===== src/common/vec_config.svh =====
`ifndef VEC_CONFIG_SVH
`define VEC_CONFIG_SVH

// datapath widths
`define VEC_DATA_WIDTH      16
`define VEC_GAIN_WIDTH      8
`define VEC_SHIFT_WIDTH     4

// array geometry
`define VEC_LANES           4
`define VEC_FIFO_DEPTH      16

// register map, gains sit at 0 .. VEC_LANES-1
`define VEC_CFG_ADDR_WIDTH  3
`define VEC_ADDR_SHIFT      4
`define VEC_ADDR_ENABLE     5

`endif


===== src/common/vec_pkg.sv =====
`include "vec_config.svh"

package vec_pkg;

    // one lane sample, two's complement
    typedef logic signed [`VEC_DATA_WIDTH-1:0] sample_t;

    // per-lane gain, signed
    typedef logic signed [`VEC_GAIN_WIDTH-1:0] gain_t;

    // arithmetic right shift applied after the multiply
    typedef logic [`VEC_SHIFT_WIDTH-1:0] shift_t;

    // full product, wide enough for -max * -max
    typedef logic signed [`VEC_DATA_WIDTH+`VEC_GAIN_WIDTH-1:0] product_t;

    // clamp limits for the scaler output
    localparam sample_t SAMPLE_MAX = {1'b0, {(`VEC_DATA_WIDTH-1){1'b1}}};
    localparam sample_t SAMPLE_MIN = {1'b1, {(`VEC_DATA_WIDTH-1){1'b0}}};

    // unity gain, loaded on reset
    localparam gain_t GAIN_ONE = gain_t'(1);

endpackage


===== src/design/gain_regs.sv =====
`timescale 1ns/10ps
`include "vec_config.svh"

module gain_regs import vec_pkg::*; (
    input  logic                           clock,
    input  logic                           rst,

    input  logic                           cfg_wr,
    input  logic [`VEC_CFG_ADDR_WIDTH-1:0] cfg_addr,
    input  logic [15:0]                    cfg_wdata,

    output gain_t                          gains [`VEC_LANES-1:0],
    output shift_t                         shift,
    output logic                           enable
);

    localparam int LANES = `VEC_LANES;
    localparam int AW    = `VEC_CFG_ADDR_WIDTH;

    // fixed register addresses
    localparam logic [AW-1:0] ADDR_SHIFT  = AW'(`VEC_ADDR_SHIFT);
    localparam logic [AW-1:0] ADDR_ENABLE = AW'(`VEC_ADDR_ENABLE);

    always_ff @(posedge clock) begin
        if (rst) begin
            // unity gain, no shift, scaler stopped
            for (int i = 0; i < LANES; i++) begin
                gains[i] <= GAIN_ONE;
            end
            shift  <= '0;
            enable <= 1'b0;
        end else if (cfg_wr) begin
            // gain slots map one to one onto lanes
            for (int i = 0; i < LANES; i++) begin
                if (cfg_addr == AW'(i)) begin
                    gains[i] <= gain_t'(cfg_wdata[`VEC_GAIN_WIDTH-1:0]);
                end
            end
            if (cfg_addr == ADDR_SHIFT) begin
                shift <= cfg_wdata[`VEC_SHIFT_WIDTH-1:0];
            end
            if (cfg_addr == ADDR_ENABLE) begin
                enable <= cfg_wdata[0];
            end
            // anything else falls through untouched
        end
    end

endmodule


===== src/design/lane_scaler.sv =====
`timescale 1ns/10ps
`include "vec_config.svh"

module lane_scaler import vec_pkg::*; (
    input  logic    clock,
    input  logic    rst,

    // configuration
    input  gain_t   gains [`VEC_LANES-1:0],
    input  shift_t  shift,
    input  logic    enable,

    // fifo array side
    input  logic    fifo_empty,
    input  sample_t fifo_dout [`VEC_LANES-1:0],
    output logic    rd_en,

    // scaled vector out
    output logic    out_valid,
    output sample_t out_data [`VEC_LANES-1:0]
);

    localparam int LANES = `VEC_LANES;

    // marks fifo_dout as a fresh vector
    logic data_valid;

    // per-lane datapath
    product_t prod   [LANES-1:0];
    product_t scaled [LANES-1:0];
    sample_t  sat    [LANES-1:0];

    // pull one vector per cycle while running
    assign rd_en = enable && !fifo_empty;

    // read issued at t, data on fifo_dout at t+1
    always_ff @(posedge clock) begin
        if (rst) begin
            data_valid <= 1'b0;
            out_valid  <= 1'b0;
        end else begin
            data_valid <= rd_en;
            out_valid  <= data_valid;
        end
    end

    always_comb begin
        for (int i = 0; i < LANES; i++) begin
            // full width signed multiply
            prod[i] = product_t'(fifo_dout[i]) * product_t'(gains[i]);
            // arithmetic, sign fills from the top
            scaled[i] = prod[i] >>> shift;
            // clamp to the sample range
            if (scaled[i] > product_t'(SAMPLE_MAX)) begin
                sat[i] = SAMPLE_MAX;
            end else if (scaled[i] < product_t'(SAMPLE_MIN)) begin
                sat[i] = SAMPLE_MIN;
            end else begin
                sat[i] = sample_t'(scaled[i]);
            end
        end
    end

    // result register, captured with the valid stage
    always_ff @(posedge clock) begin
        if (data_valid) begin
            for (int i = 0; i < LANES; i++) begin
                out_data[i] <= sat[i];
            end
        end
    end

    // never read from an empty array
    a_no_empty_read : assert property (@(posedge clock) disable iff (rst)
        $rose(rd_en) |-> !fifo_empty);

endmodule


===== src/design/vector_scale_top.sv =====
`timescale 1ns/10ps
`include "vec_config.svh"

module vector_scale_top import vec_pkg::*; (
    input  logic                           clock,
    input  logic                           rst,

    // sample input
    input  logic                           in_valid,
    input  sample_t                        in_data [`VEC_LANES-1:0],
    output logic                           in_full,

    // register writes
    input  logic                           cfg_wr,
    input  logic [`VEC_CFG_ADDR_WIDTH-1:0] cfg_addr,
    input  logic [15:0]                    cfg_wdata,

    // scaled output
    output logic                           out_valid,
    output sample_t                        out_data [`VEC_LANES-1:0]
);

    // array to scaler
    sample_t fifo_dout [`VEC_LANES-1:0];
    logic    fifo_empty;
    logic    rd_en;

    // registers to scaler
    gain_t   gains [`VEC_LANES-1:0];
    shift_t  shift;
    logic    enable;

    // writes while full are dropped inside the fifos
    fifo_array u_fifo_array (
        .clock (clock),
        .rst   (rst),
        .wr_en (in_valid),
        .din   (in_data),
        .full  (in_full),
        .rd_en (rd_en),
        .dout  (fifo_dout),
        .empty (fifo_empty)
    );

    gain_regs u_gain_regs (
        .clock     (clock),
        .rst       (rst),
        .cfg_wr    (cfg_wr),
        .cfg_addr  (cfg_addr),
        .cfg_wdata (cfg_wdata),
        .gains     (gains),
        .shift     (shift),
        .enable    (enable)
    );

    lane_scaler u_lane_scaler (
        .clock      (clock),
        .rst        (rst),
        .gains      (gains),
        .shift      (shift),
        .enable     (enable),
        .fifo_empty (fifo_empty),
        .fifo_dout  (fifo_dout),
        .rd_en      (rd_en),
        .out_valid  (out_valid),
        .out_data   (out_data)
    );

endmodule


===== src/fifo/fifo.sv =====
`timescale 1ns/10ps
`include "vec_config.svh"

module fifo import vec_pkg::*; (
    input  logic    clock,
    input  logic    rst,

    input  logic    wr_en,
    input  sample_t din,
    output logic    full,

    input  logic    rd_en,
    output sample_t dout,
    output logic    empty
);

    localparam int DEPTH = `VEC_FIFO_DEPTH;
    localparam int PTR_W = $clog2(DEPTH);
    localparam int CNT_W = $clog2(DEPTH + 1);

    // circular buffer storage
    sample_t mem [DEPTH-1:0];

    logic [PTR_W-1:0] wr_ptr;
    logic [PTR_W-1:0] rd_ptr;
    logic [CNT_W-1:0] count;

    // strobes that actually move data
    logic wr_ok;
    logic rd_ok;

    assign wr_ok = wr_en && !full;
    assign rd_ok = rd_en && !empty;

    // flags straight off the occupancy register
    assign full  = (count == CNT_W'(DEPTH));
    assign empty = (count == '0);

    // pointers and occupancy
    always_ff @(posedge clock) begin
        if (rst) begin
            wr_ptr <= '0;
            rd_ptr <= '0;
            count  <= '0;
        end else begin
            if (wr_ok) begin
                // explicit wrap covers a depth that is not a power of two
                wr_ptr <= (wr_ptr == PTR_W'(DEPTH - 1)) ? '0 : wr_ptr + 1'b1;
            end
            if (rd_ok) begin
                rd_ptr <= (rd_ptr == PTR_W'(DEPTH - 1)) ? '0 : rd_ptr + 1'b1;
            end
            case ({wr_ok, rd_ok})
                2'b10:   count <= count + 1'b1;
                2'b01:   count <= count - 1'b1;
                default: count <= count;
            endcase
        end
    end

    // buffer write
    always_ff @(posedge clock) begin
        if (wr_ok) begin
            mem[wr_ptr] <= din;
        end
    end

    // registered read data held between reads
    always_ff @(posedge clock) begin
        if (rd_ok) begin
            dout <= mem[rd_ptr];
        end
    end

    // occupancy stays within the buffer
    a_count_bound : assert property (@(posedge clock) disable iff (rst)
        count <= CNT_W'(DEPTH));

    // output only moves one cycle after a read that was taken
    a_dout_hold : assert property (@(posedge clock) disable iff (rst)
        !$past(rd_ok) |-> $stable(dout));

endmodule


===== src/fifo/fifo_array.sv =====
`timescale 1ns/10ps
`include "vec_config.svh"

module fifo_array import vec_pkg::*; (
    input  logic    clock,
    input  logic    rst,

    input  logic    wr_en,
    input  sample_t din [`VEC_LANES-1:0],
    output logic    full,

    input  logic    rd_en,
    output sample_t dout [`VEC_LANES-1:0],
    output logic    empty
);

    localparam int LANES = `VEC_LANES;

    // per-lane status
    logic [LANES-1:0] full_arr;
    logic [LANES-1:0] empty_arr;

    // one fifo per lane, all strobed together
    genvar i;
    generate
        for (i = 0; i < LANES; i = i + 1) begin : g_lane
            fifo u_fifo (
                .clock (clock),
                .rst   (rst),

                .wr_en (wr_en),
                .din   (din[i]),
                .full  (full_arr[i]),

                .rd_en (rd_en),
                .dout  (dout[i]),
                .empty (empty_arr[i])
            );
        end
    endgenerate

    // any lane full or empty blocks the whole vector
    assign full  = |full_arr;
    assign empty = |empty_arr;

    // lanes move in lock step, so their occupancy never diverges
    a_lanes_agree : assert property (@(posedge clock) disable iff (rst)
        (&empty_arr) == (|empty_arr));

endmodule


===== config.mk =====
export PLATFORM = sky130hd
export DESIGN_NAME = vector_scale_top
export DESIGN_NICKNAME = d
export VERILOG_FILES = /design/src/common/vec_pkg.sv /design/src/design/gain_regs.sv /design/src/design/lane_scaler.sv /design/src/design/vector_scale_top.sv /design/src/fifo/fifo.sv /design/src/fifo/fifo_array.sv
export VERILOG_INCLUDE_DIRS = /design/src /design/src/common
export SDC_FILE = /design/constraint.sdc
export NUM_CORES = 2
export LEC_CHECK = 0
export BUFFER_PORTS_ARGS = -buffer_cell sky130_fd_sc_hd__buf_2
export CORE_ASPECT_RATIO = 2
export CORE_MARGIN = 2
export CORE_UTILIZATION = 40
export DETAILED_ROUTE_END_ITERATION = 12
export PLACE_DENSITY = 0.66
export SLEW_MARGIN = 20
export SYNTH_ARGS = -nofsm -noshare
export SYNTH_HDL_FRONTEND = slang
export SYNTH_SLANG_ARGS = --single-unit

===== constraint.sdc =====
create_clock -name clock -period 5.6 [get_ports clock]
set_input_delay 0.28 -clock clock [delete_from_list [all_inputs] [get_ports clock]]
set_output_delay 0.28 -clock clock [all_outputs]
set_load 0.05 [all_outputs]

**Word level (Yosys, flattened, before mapping)**

Memories as Yosys holds them, arrays and structs flattened. A register that Yosys moved wholly into a read port is not among the register bits.
Cells that the tools add are included.

- Output and inout port bits: 66
- Register bits: 155
- Memories: 4
- Word-level logic and storage cells: 144
- Input port bits: 87
- Bits in read-only memories: 0
- Bits in writable memories: 1,024
- Bits in latches: 0

Memories:

| name | depth | width | rd ports | clocked after memory_dff | wr ports | RTL line | text |
|---|---|---|---|---|---|---|---|
| u_fifo_array.g_lane[0].u_fifo.mem | 16 | 16 | 1 | 1 | 1 | fifo.sv:22 | `sample_t mem [DEPTH-1:0];` |
| u_fifo_array.g_lane[1].u_fifo.mem | 16 | 16 | 1 | 1 | 1 | fifo.sv:22 |  |
| u_fifo_array.g_lane[2].u_fifo.mem | 16 | 16 | 1 | 1 | 1 | fifo.sv:22 |  |
| u_fifo_array.g_lane[3].u_fifo.mem | 16 | 16 | 1 | 1 | 1 | fifo.sv:22 |  |

- $lt $le $gt $ge: 8
- Shifts and indexed selects: 4
- Reduce and logical (&&, ||, !) cells: 35
- Equal/unequal tests: 25
- $mul: 4
- Divide/modulo/power cells: 0
- Bitwise operators: 0
- $add $sub $neg: 16
- Multiplexer cells: 24

Operator list:

| kind | number |
|---|---|
| $gt 24x16->1 const B | 4 |
| $lt 24x16->1 const B | 4 |
| $mul 16x8->24 | 4 |
| $sshr 24x4->24 | 4 |
| $mux 16 | 4 |
| $pmux 5 s2 | 4 |
| $add 4x1->4 const B | 8 |
| $eq 4x4->1 const B | 8 |
| $mux 4 | 8 |
| $add 5x1->5 const B | 4 |
| $eq 5x5->1 const B | 4 |
| $logic_not 5->1 | 4 |
| $sub 5x1->5 const B | 4 |
| $reduce_and 2->1 | 6 |
| $logic_and 1x1->1 | 9 |
| $logic_not 1->1 | 9 |
| $eq 2x1->1 const B | 4 |
| $eq 2x2->1 const B | 4 |
| $mux 1 | 8 |
| $reduce_bool 2->1 | 4 |
| $reduce_or 4->1 | 2 |
| $eq 3x2->1 const B | 2 |
| $eq 3x3->1 const B | 2 |
| $eq 3x1->1 const B | 1 |
| $logic_not 3->1 | 1 |

**Depth between registers and ports, before layout**

- Word-level depth: 7
- Depth in mapped cells: 24
- Depth with buffers taken out: 21

**Hierarchy**

Synthesis repeated with hierarchy kept, for this count alone.

- Cell total of the unflattened synthesis: 5,300
- Area total of the unflattened synthesis: 71,372.2 um^2

By module, submodules not included:

| module | cells an instance | times used | sequential area each (um^2) | area each (um^2) |
|---|---|---|---|---|
| fifo at u_fifo_array.g_lane[1].u_fifo ... | 515 | 3 | 8,428.1 | 10,966.8 |
| lane_scaler | 3,100 | 1 | 1,961.9 | 25,973.7 |
| fifo at u_fifo_array.g_lane[0].u_fifo | 515 | 1 | 8,428.1 | 10,964.3 |
| gain_regs | 138 | 1 | 740.7 | 1,519.0 |
| fifo_array | 2 | 1 | 0.0 | 15.0 |

**Least setup slack after synthesis**

OpenSTA, ideal clock, no wires.

- Path kind: reg2reg
- Start: register u_gain_regs.gains[4] (netlist name)
- End: register u_lane_scaler.out_data[11] (netlist name), data pin
- Data arrival time: 5.895 ns
- Setup time: 0.261 ns
- Clock period less this slack: 6.155 ns
- Path slack: -0.555 ns
- Buffers on the path: 3
- Cell stages (with the launch flop): 24
- Data required time: 5.339 ns
- Path through: dfxtp_1 -> clkbuf_1 -> nand2_1 -> fa_1 -> inv_1 -> fa_1 -> inv_1 -> fa_1 -> fa_1 -> inv_1 -> ha_1 -> buf_6 -> a21o_4 -> a211oi_4 -> o2bb2ai_2 -> a31oi_4 -> xnor2_4 -> inv_4 -> mux2_2 -> and4b_1 -> nand4_1 -> o41a_1 -> buf_6 -> a221o_1

- Cells in the longest elaborated chain, start to end: 4
- Elaborated cells on any way between the ends: 5
- Those cells by class: mul (1); order compare (2); shift (1); mux (1)

RTL lines:

| element | RTL line | text |
|---|---|---|
| from (decl) | gain_regs.sv:12 | `` output gain_t gains [`VEC_LANES-1:0], `` |
| from (signal, indexed assignment) | gain_regs.sv:36 | `` gains[i] <= gain_t'(cfg_wdata[`VEC_GAIN_WIDTH-1:0]); `` |
| $mul 16x8->24 * | lane_scaler.sv:50 | `prod[i] = product_t'(fifo_dout[i]) * product_t'(gains[i]);` |
| $sshr 24x4->24 * | lane_scaler.sv:52 | `scaled[i] = prod[i] >>> shift;` |
| $lt 24x16->1 | lane_scaler.sv:56 | `end else if (scaled[i] < product_t'(SAMPLE_MIN)) begin` |
| $mux 16 | lane_scaler.sv:56 |  |
| to (signal, indexed assignment) | lane_scaler.sv:68 | `out_data[i] <= sat[i];` |
| to (decl) | lane_scaler.sv:20 | `` output sample_t out_data [`VEC_LANES-1:0] `` |

Every way passes the cells marked *; elsewhere a longest branch is shown, timed or not.
A chain may end at the register's enable or synchronous reset.

**Final worst setup path**

- Start: register u_fifo_array.g_lane[2].u_fifo.dout[4] (read register of u_fifo_array.g_lane[2].u_fifo.mem)
- End: register u_lane_scaler.out_data[34] (netlist name), data pin

- Cells in the longest elaborated chain, start to end: 4
- Elaborated cells on any way between the ends: 5
- Those cells by class: mul (1); order compare (2); shift (1); mux (1)

RTL lines:

| element | RTL line | text |
|---|---|---|
| from (decl) | fifo.sv:13 | `output sample_t dout,` |
| $mul 16x8->24 * | lane_scaler.sv:50 |  |
| $sshr 24x4->24 * | lane_scaler.sv:52 |  |
| $lt 24x16->1 | lane_scaler.sv:56 |  |
| $mux 16 | lane_scaler.sv:56 |  |

Marks and branches as above.

==> results.json <==
{
  "status": "complete, but fails checks",
  "violations": "negative setup slack",
  "cts-buffers-inserted": 102,
  "p_int_mw": 15.3,
  "maxCapViolCount": 0,
  "finalInstanceArea_um2": 85300,
  "peakVddDrop_mv": 0.275,
  "fin_setup_tns_ps": -21490,
  "dr.first_iter.drc_count": 2786,
  "synth.top_cells.by_area": "edfxtp_1 49%, fa_1 12%, mux4_2 11%",
  "synthesis.area_um2": 70800,
  "clock.fmax_ghz": 0.165,
  "slew_headroom": 0.281,
  "drv_slew": 0,
  "core.rowCount": 218,
  "cts_tree": "done",
  "setup_slack_ps": -466,
  "syn_nets": 5832,
  "synth-edff-count": 1152,
  "synth_area_leader_cell": "edfxtp_1",
  "tightest_slew_ps": 1080,
  "grt_overflow": 0,
  "htreeDepth": 3,
  "cts_sinks": 1243,
  "io_buffers": 144,
  "via_count": 44310,
  "fin_nets": 6625,
  "dieWidth_um": 302,
  "end_kind": "flop",
  "hold_viol": 0,
  "drive_gt1_frac": 0.307,
  "ys_ff_latch": 1243,
  "p_switching_mw": 5.04,
  "leakagePower_nw": 31.5,
  "area_delta_synth_final_pct": 20.4,
  "synthTopCellsByCount": "1152 x edfxtp_1, 608 x inv_1, 416 x fa_1, 377 x nand2_1, 333 x mux4_2",
  "start_util": 0.402,
  "hpwl_um": 125000,
  "post_drt_wl_per_cell_um": 21.5,
  "placed_area_um2": 78600,
  "grt_pass1_wl_um": 273000,
  "grt_max_degree": 81,
  "root_buffer": "clkbuf_16",
  "place_congestion": 0.910,
  "seq_power_share": 0.507,
  "insertion_delay_ps": 740,
  "switching_share": 0.248,
  "drt-vias-per-instance": 5.33,
  "clock_power_share": 0.350,
  "grt_usage": 0.197,
  "die-area_um2": 181000,
  "clk_pin_slew_ps": 80,
  "drt-total-wl_um": 178000,
  "ioPinCount": 153,
  "fin_crit_ps": 6070,
  "syn_avg_cell_area_um2": 13.9,
  "synthArstFlopShare": 0,
  "crit_type": "flop to flop",
  "cp.arrival_ps": 6550,
  "power.density_nw_per_um2": 239,
  "antenna_found_initial": 19,
  "grt_pass1_vias": 48031,
  "synth_cell_types": 112,
  "setup_viol": 60,
  "crit_fanout": 6,
  "die_h_um": 599,
  "synth_top_area_share": 0.488,
  "drt_first_pass_iters": 6,
  "synth-seq-area-share": 0.514,
  "synthCells": 5113,
  "clockBufferDepth": 3,
  "post-route-drc-count": 0,
  "yosysMostFrequentCell": "edfxtp_1",
  "yosysWarnings": 0,
  "critPathLaunchType": "flop",
  "rsz0062_at_grt": "yes",
  "antenna_left": 0,
  "design.core.area_um2": 176000,
  "synthFlopType": "edfxtp_1",
  "whs_ps": 88.7,
  "hold_path_class": "input port to flop",
  "worst-endpoint-required_ps": 6080,
  "fin_skew_ps": 43.4,
  "fin_crit_sh": 1.08,
  "p_comb_frac": 0.143
}
-- per-stage QoR --
| step | setup slack (ps) | power [mW] | utilization | std cells |
|---|---|---|---|---|
| global route | -623 | 21.1 | 0.484 | 8308 |
| global placement | -518 | 13.0 | 0.446 | 7924 |
| detailed placement | -608 | 13.0 | 0.446 | 7924 |
| floorplan | -218 | 12.0 | - | 5113 |
| finish | -466 | 20.4 | 0.484 | 8309 |
| CTS | -334 | 20.4 | 0.478 | 8264 |
-- worst paths after layout --
check | from | endpoint | slack (ps) | depth (start not counted)
max | u_fifo_array.g_lane[2].u_fifo.dout[4] | u_lane_scaler.out_data[34] | -470 | 20
min | cfg_addr[2] | u_gain_regs.enable | 90 | 4
max reg2reg | u_fifo_array.g_lane[2].u_fifo.dout[4] | u_lane_scaler.out_data[34] | -470 | 20
min reg2reg | u_fifo_array.g_lane[3].u_fifo.count[4] | u_fifo_array.g_lane[3].u_fifo.count[4] | 500 | 2
-- sequential cells by signal, summed over array words and instances, names as in the netlist --
name / cells
u_gain_regs.enable: 1
u_lane_scaler.out_data: 64
u_lane_scaler.data_valid: 1
u_fifo_array.g_lane.u_fifo.mem: 1024
u_fifo_array.g_lane.u_fifo.rd_ptr: 16
u_lane_scaler.out_valid: 1
u_fifo_array.g_lane.u_fifo.count: 20
u_gain_regs.gains: 32
u_fifo_array.g_lane.u_fifo.dout: 64
u_gain_regs.shift: 4
u_fifo_array.g_lane.u_fifo.wr_ptr: 16
-- metal layers --
metal / global-route usage / up-vias / part of all wire
li1: - / 20045 / -
met3: 0.0219 / 429 / 0.038
met2: 0.387 / 1169 / 0.56
met1: 0.212 / 22651 / 0.36
met4: 0.0760 / 16 / 0.041
met5: 0 / - / 0.00054
-- critical path: stages (launching register included) --
cell and delay (ps):
edfxtp_1 510, and2_4 200, fa_1 510, fa_1 530, fa_1 540, inv_1 60, fa_1 490, inv_2 50
ha_4 210, o21a_1 200, nor2b_4 130, a311o_2 400, a21oi_4 260, mux2_4 330, mux2_4 280, o2111a_2 310
buf_4 150, o311a_4 150, a41oi_4 280, buf_4 180, o21ai_2 60
-- power groups by stage --
| stage | Clock [mW] | Sequential (mW) | Combinational [mW] |
|---|---|---|---|
| 5_1_grt | 7.58 | 10.3 | 3.16 |
| 6_report | 7.12 | 10.3 | 2.91 |
| 3_3_place_gp | 0 | 10.5 | 2.46 |
| 3_5_place_dp | 0 | 10.5 | 2.51 |
| 4_1_cts | 7.28 | 10.3 | 2.76 |
| 2_1_floorplan | 0 | 10.5 | 1.51 |
-- cell type report --
class                   instances  area [µm²]
diodes                          7        17.5
clock buffers                 118        2620
clock inverters                72         688
fillers                     15141       90900
inverters                     616        2330
multi-input cells            3020       33200
flip-flops and latches       1243       36500
well taps                    2310        2890
repair buffers                923        7010
-- kinds of logic (layout without fill, tap and decap cells) --
| family | count (synthesis) | after routing | share of synthesized area |
|---|---|---|---|
| mux | 451 | 451 | 0.123 |
| fa+ha+maj | 633 | 633 | 0.156 |
| flops | 1243 | 1243 | 0.514 |
| compound gates | 660 | 663 | 0.0658 |
| simple gates | 1157 | 1157 | 0.0801 |
| buf+inv | 853 | 1729 | 0.0462 |
| other cells | 0 | 7 | 0 |
| xor+xnor | 116 | 116 | 0.0147 |
-- cells in the final DEF (no fill, tap or decap), types with 40 or more instances in the layout --
cell and n:
nand2_1 359, nor2_1 202, a21oi_1 133, buf_2 143
clkbuf_16 102, o21ai_0 89, buf_4 664, dfxtp_1 51
mux2i_1 76, ha_4 42, ha_1 167, a21o_1 47
edfxtp_1 1152, xnor2_1 68, fa_1 396, mux4_2 333
xor2_1 41, and2_4 40, nand2b_1 54, inv_1 580
and2_1 254, dlygate4sd3_1 73
-- repair_timing --
action,4_1_cts,5_1_grt
cloned,5,2
endpoints found under the setup margin,60,60
hold buffers,73,0
buffers inserted,73,36
hold endpoints to repair,1049,0
resized for setup,236,157
pin swaps,104,113
(Power assumes the default switching activity.)
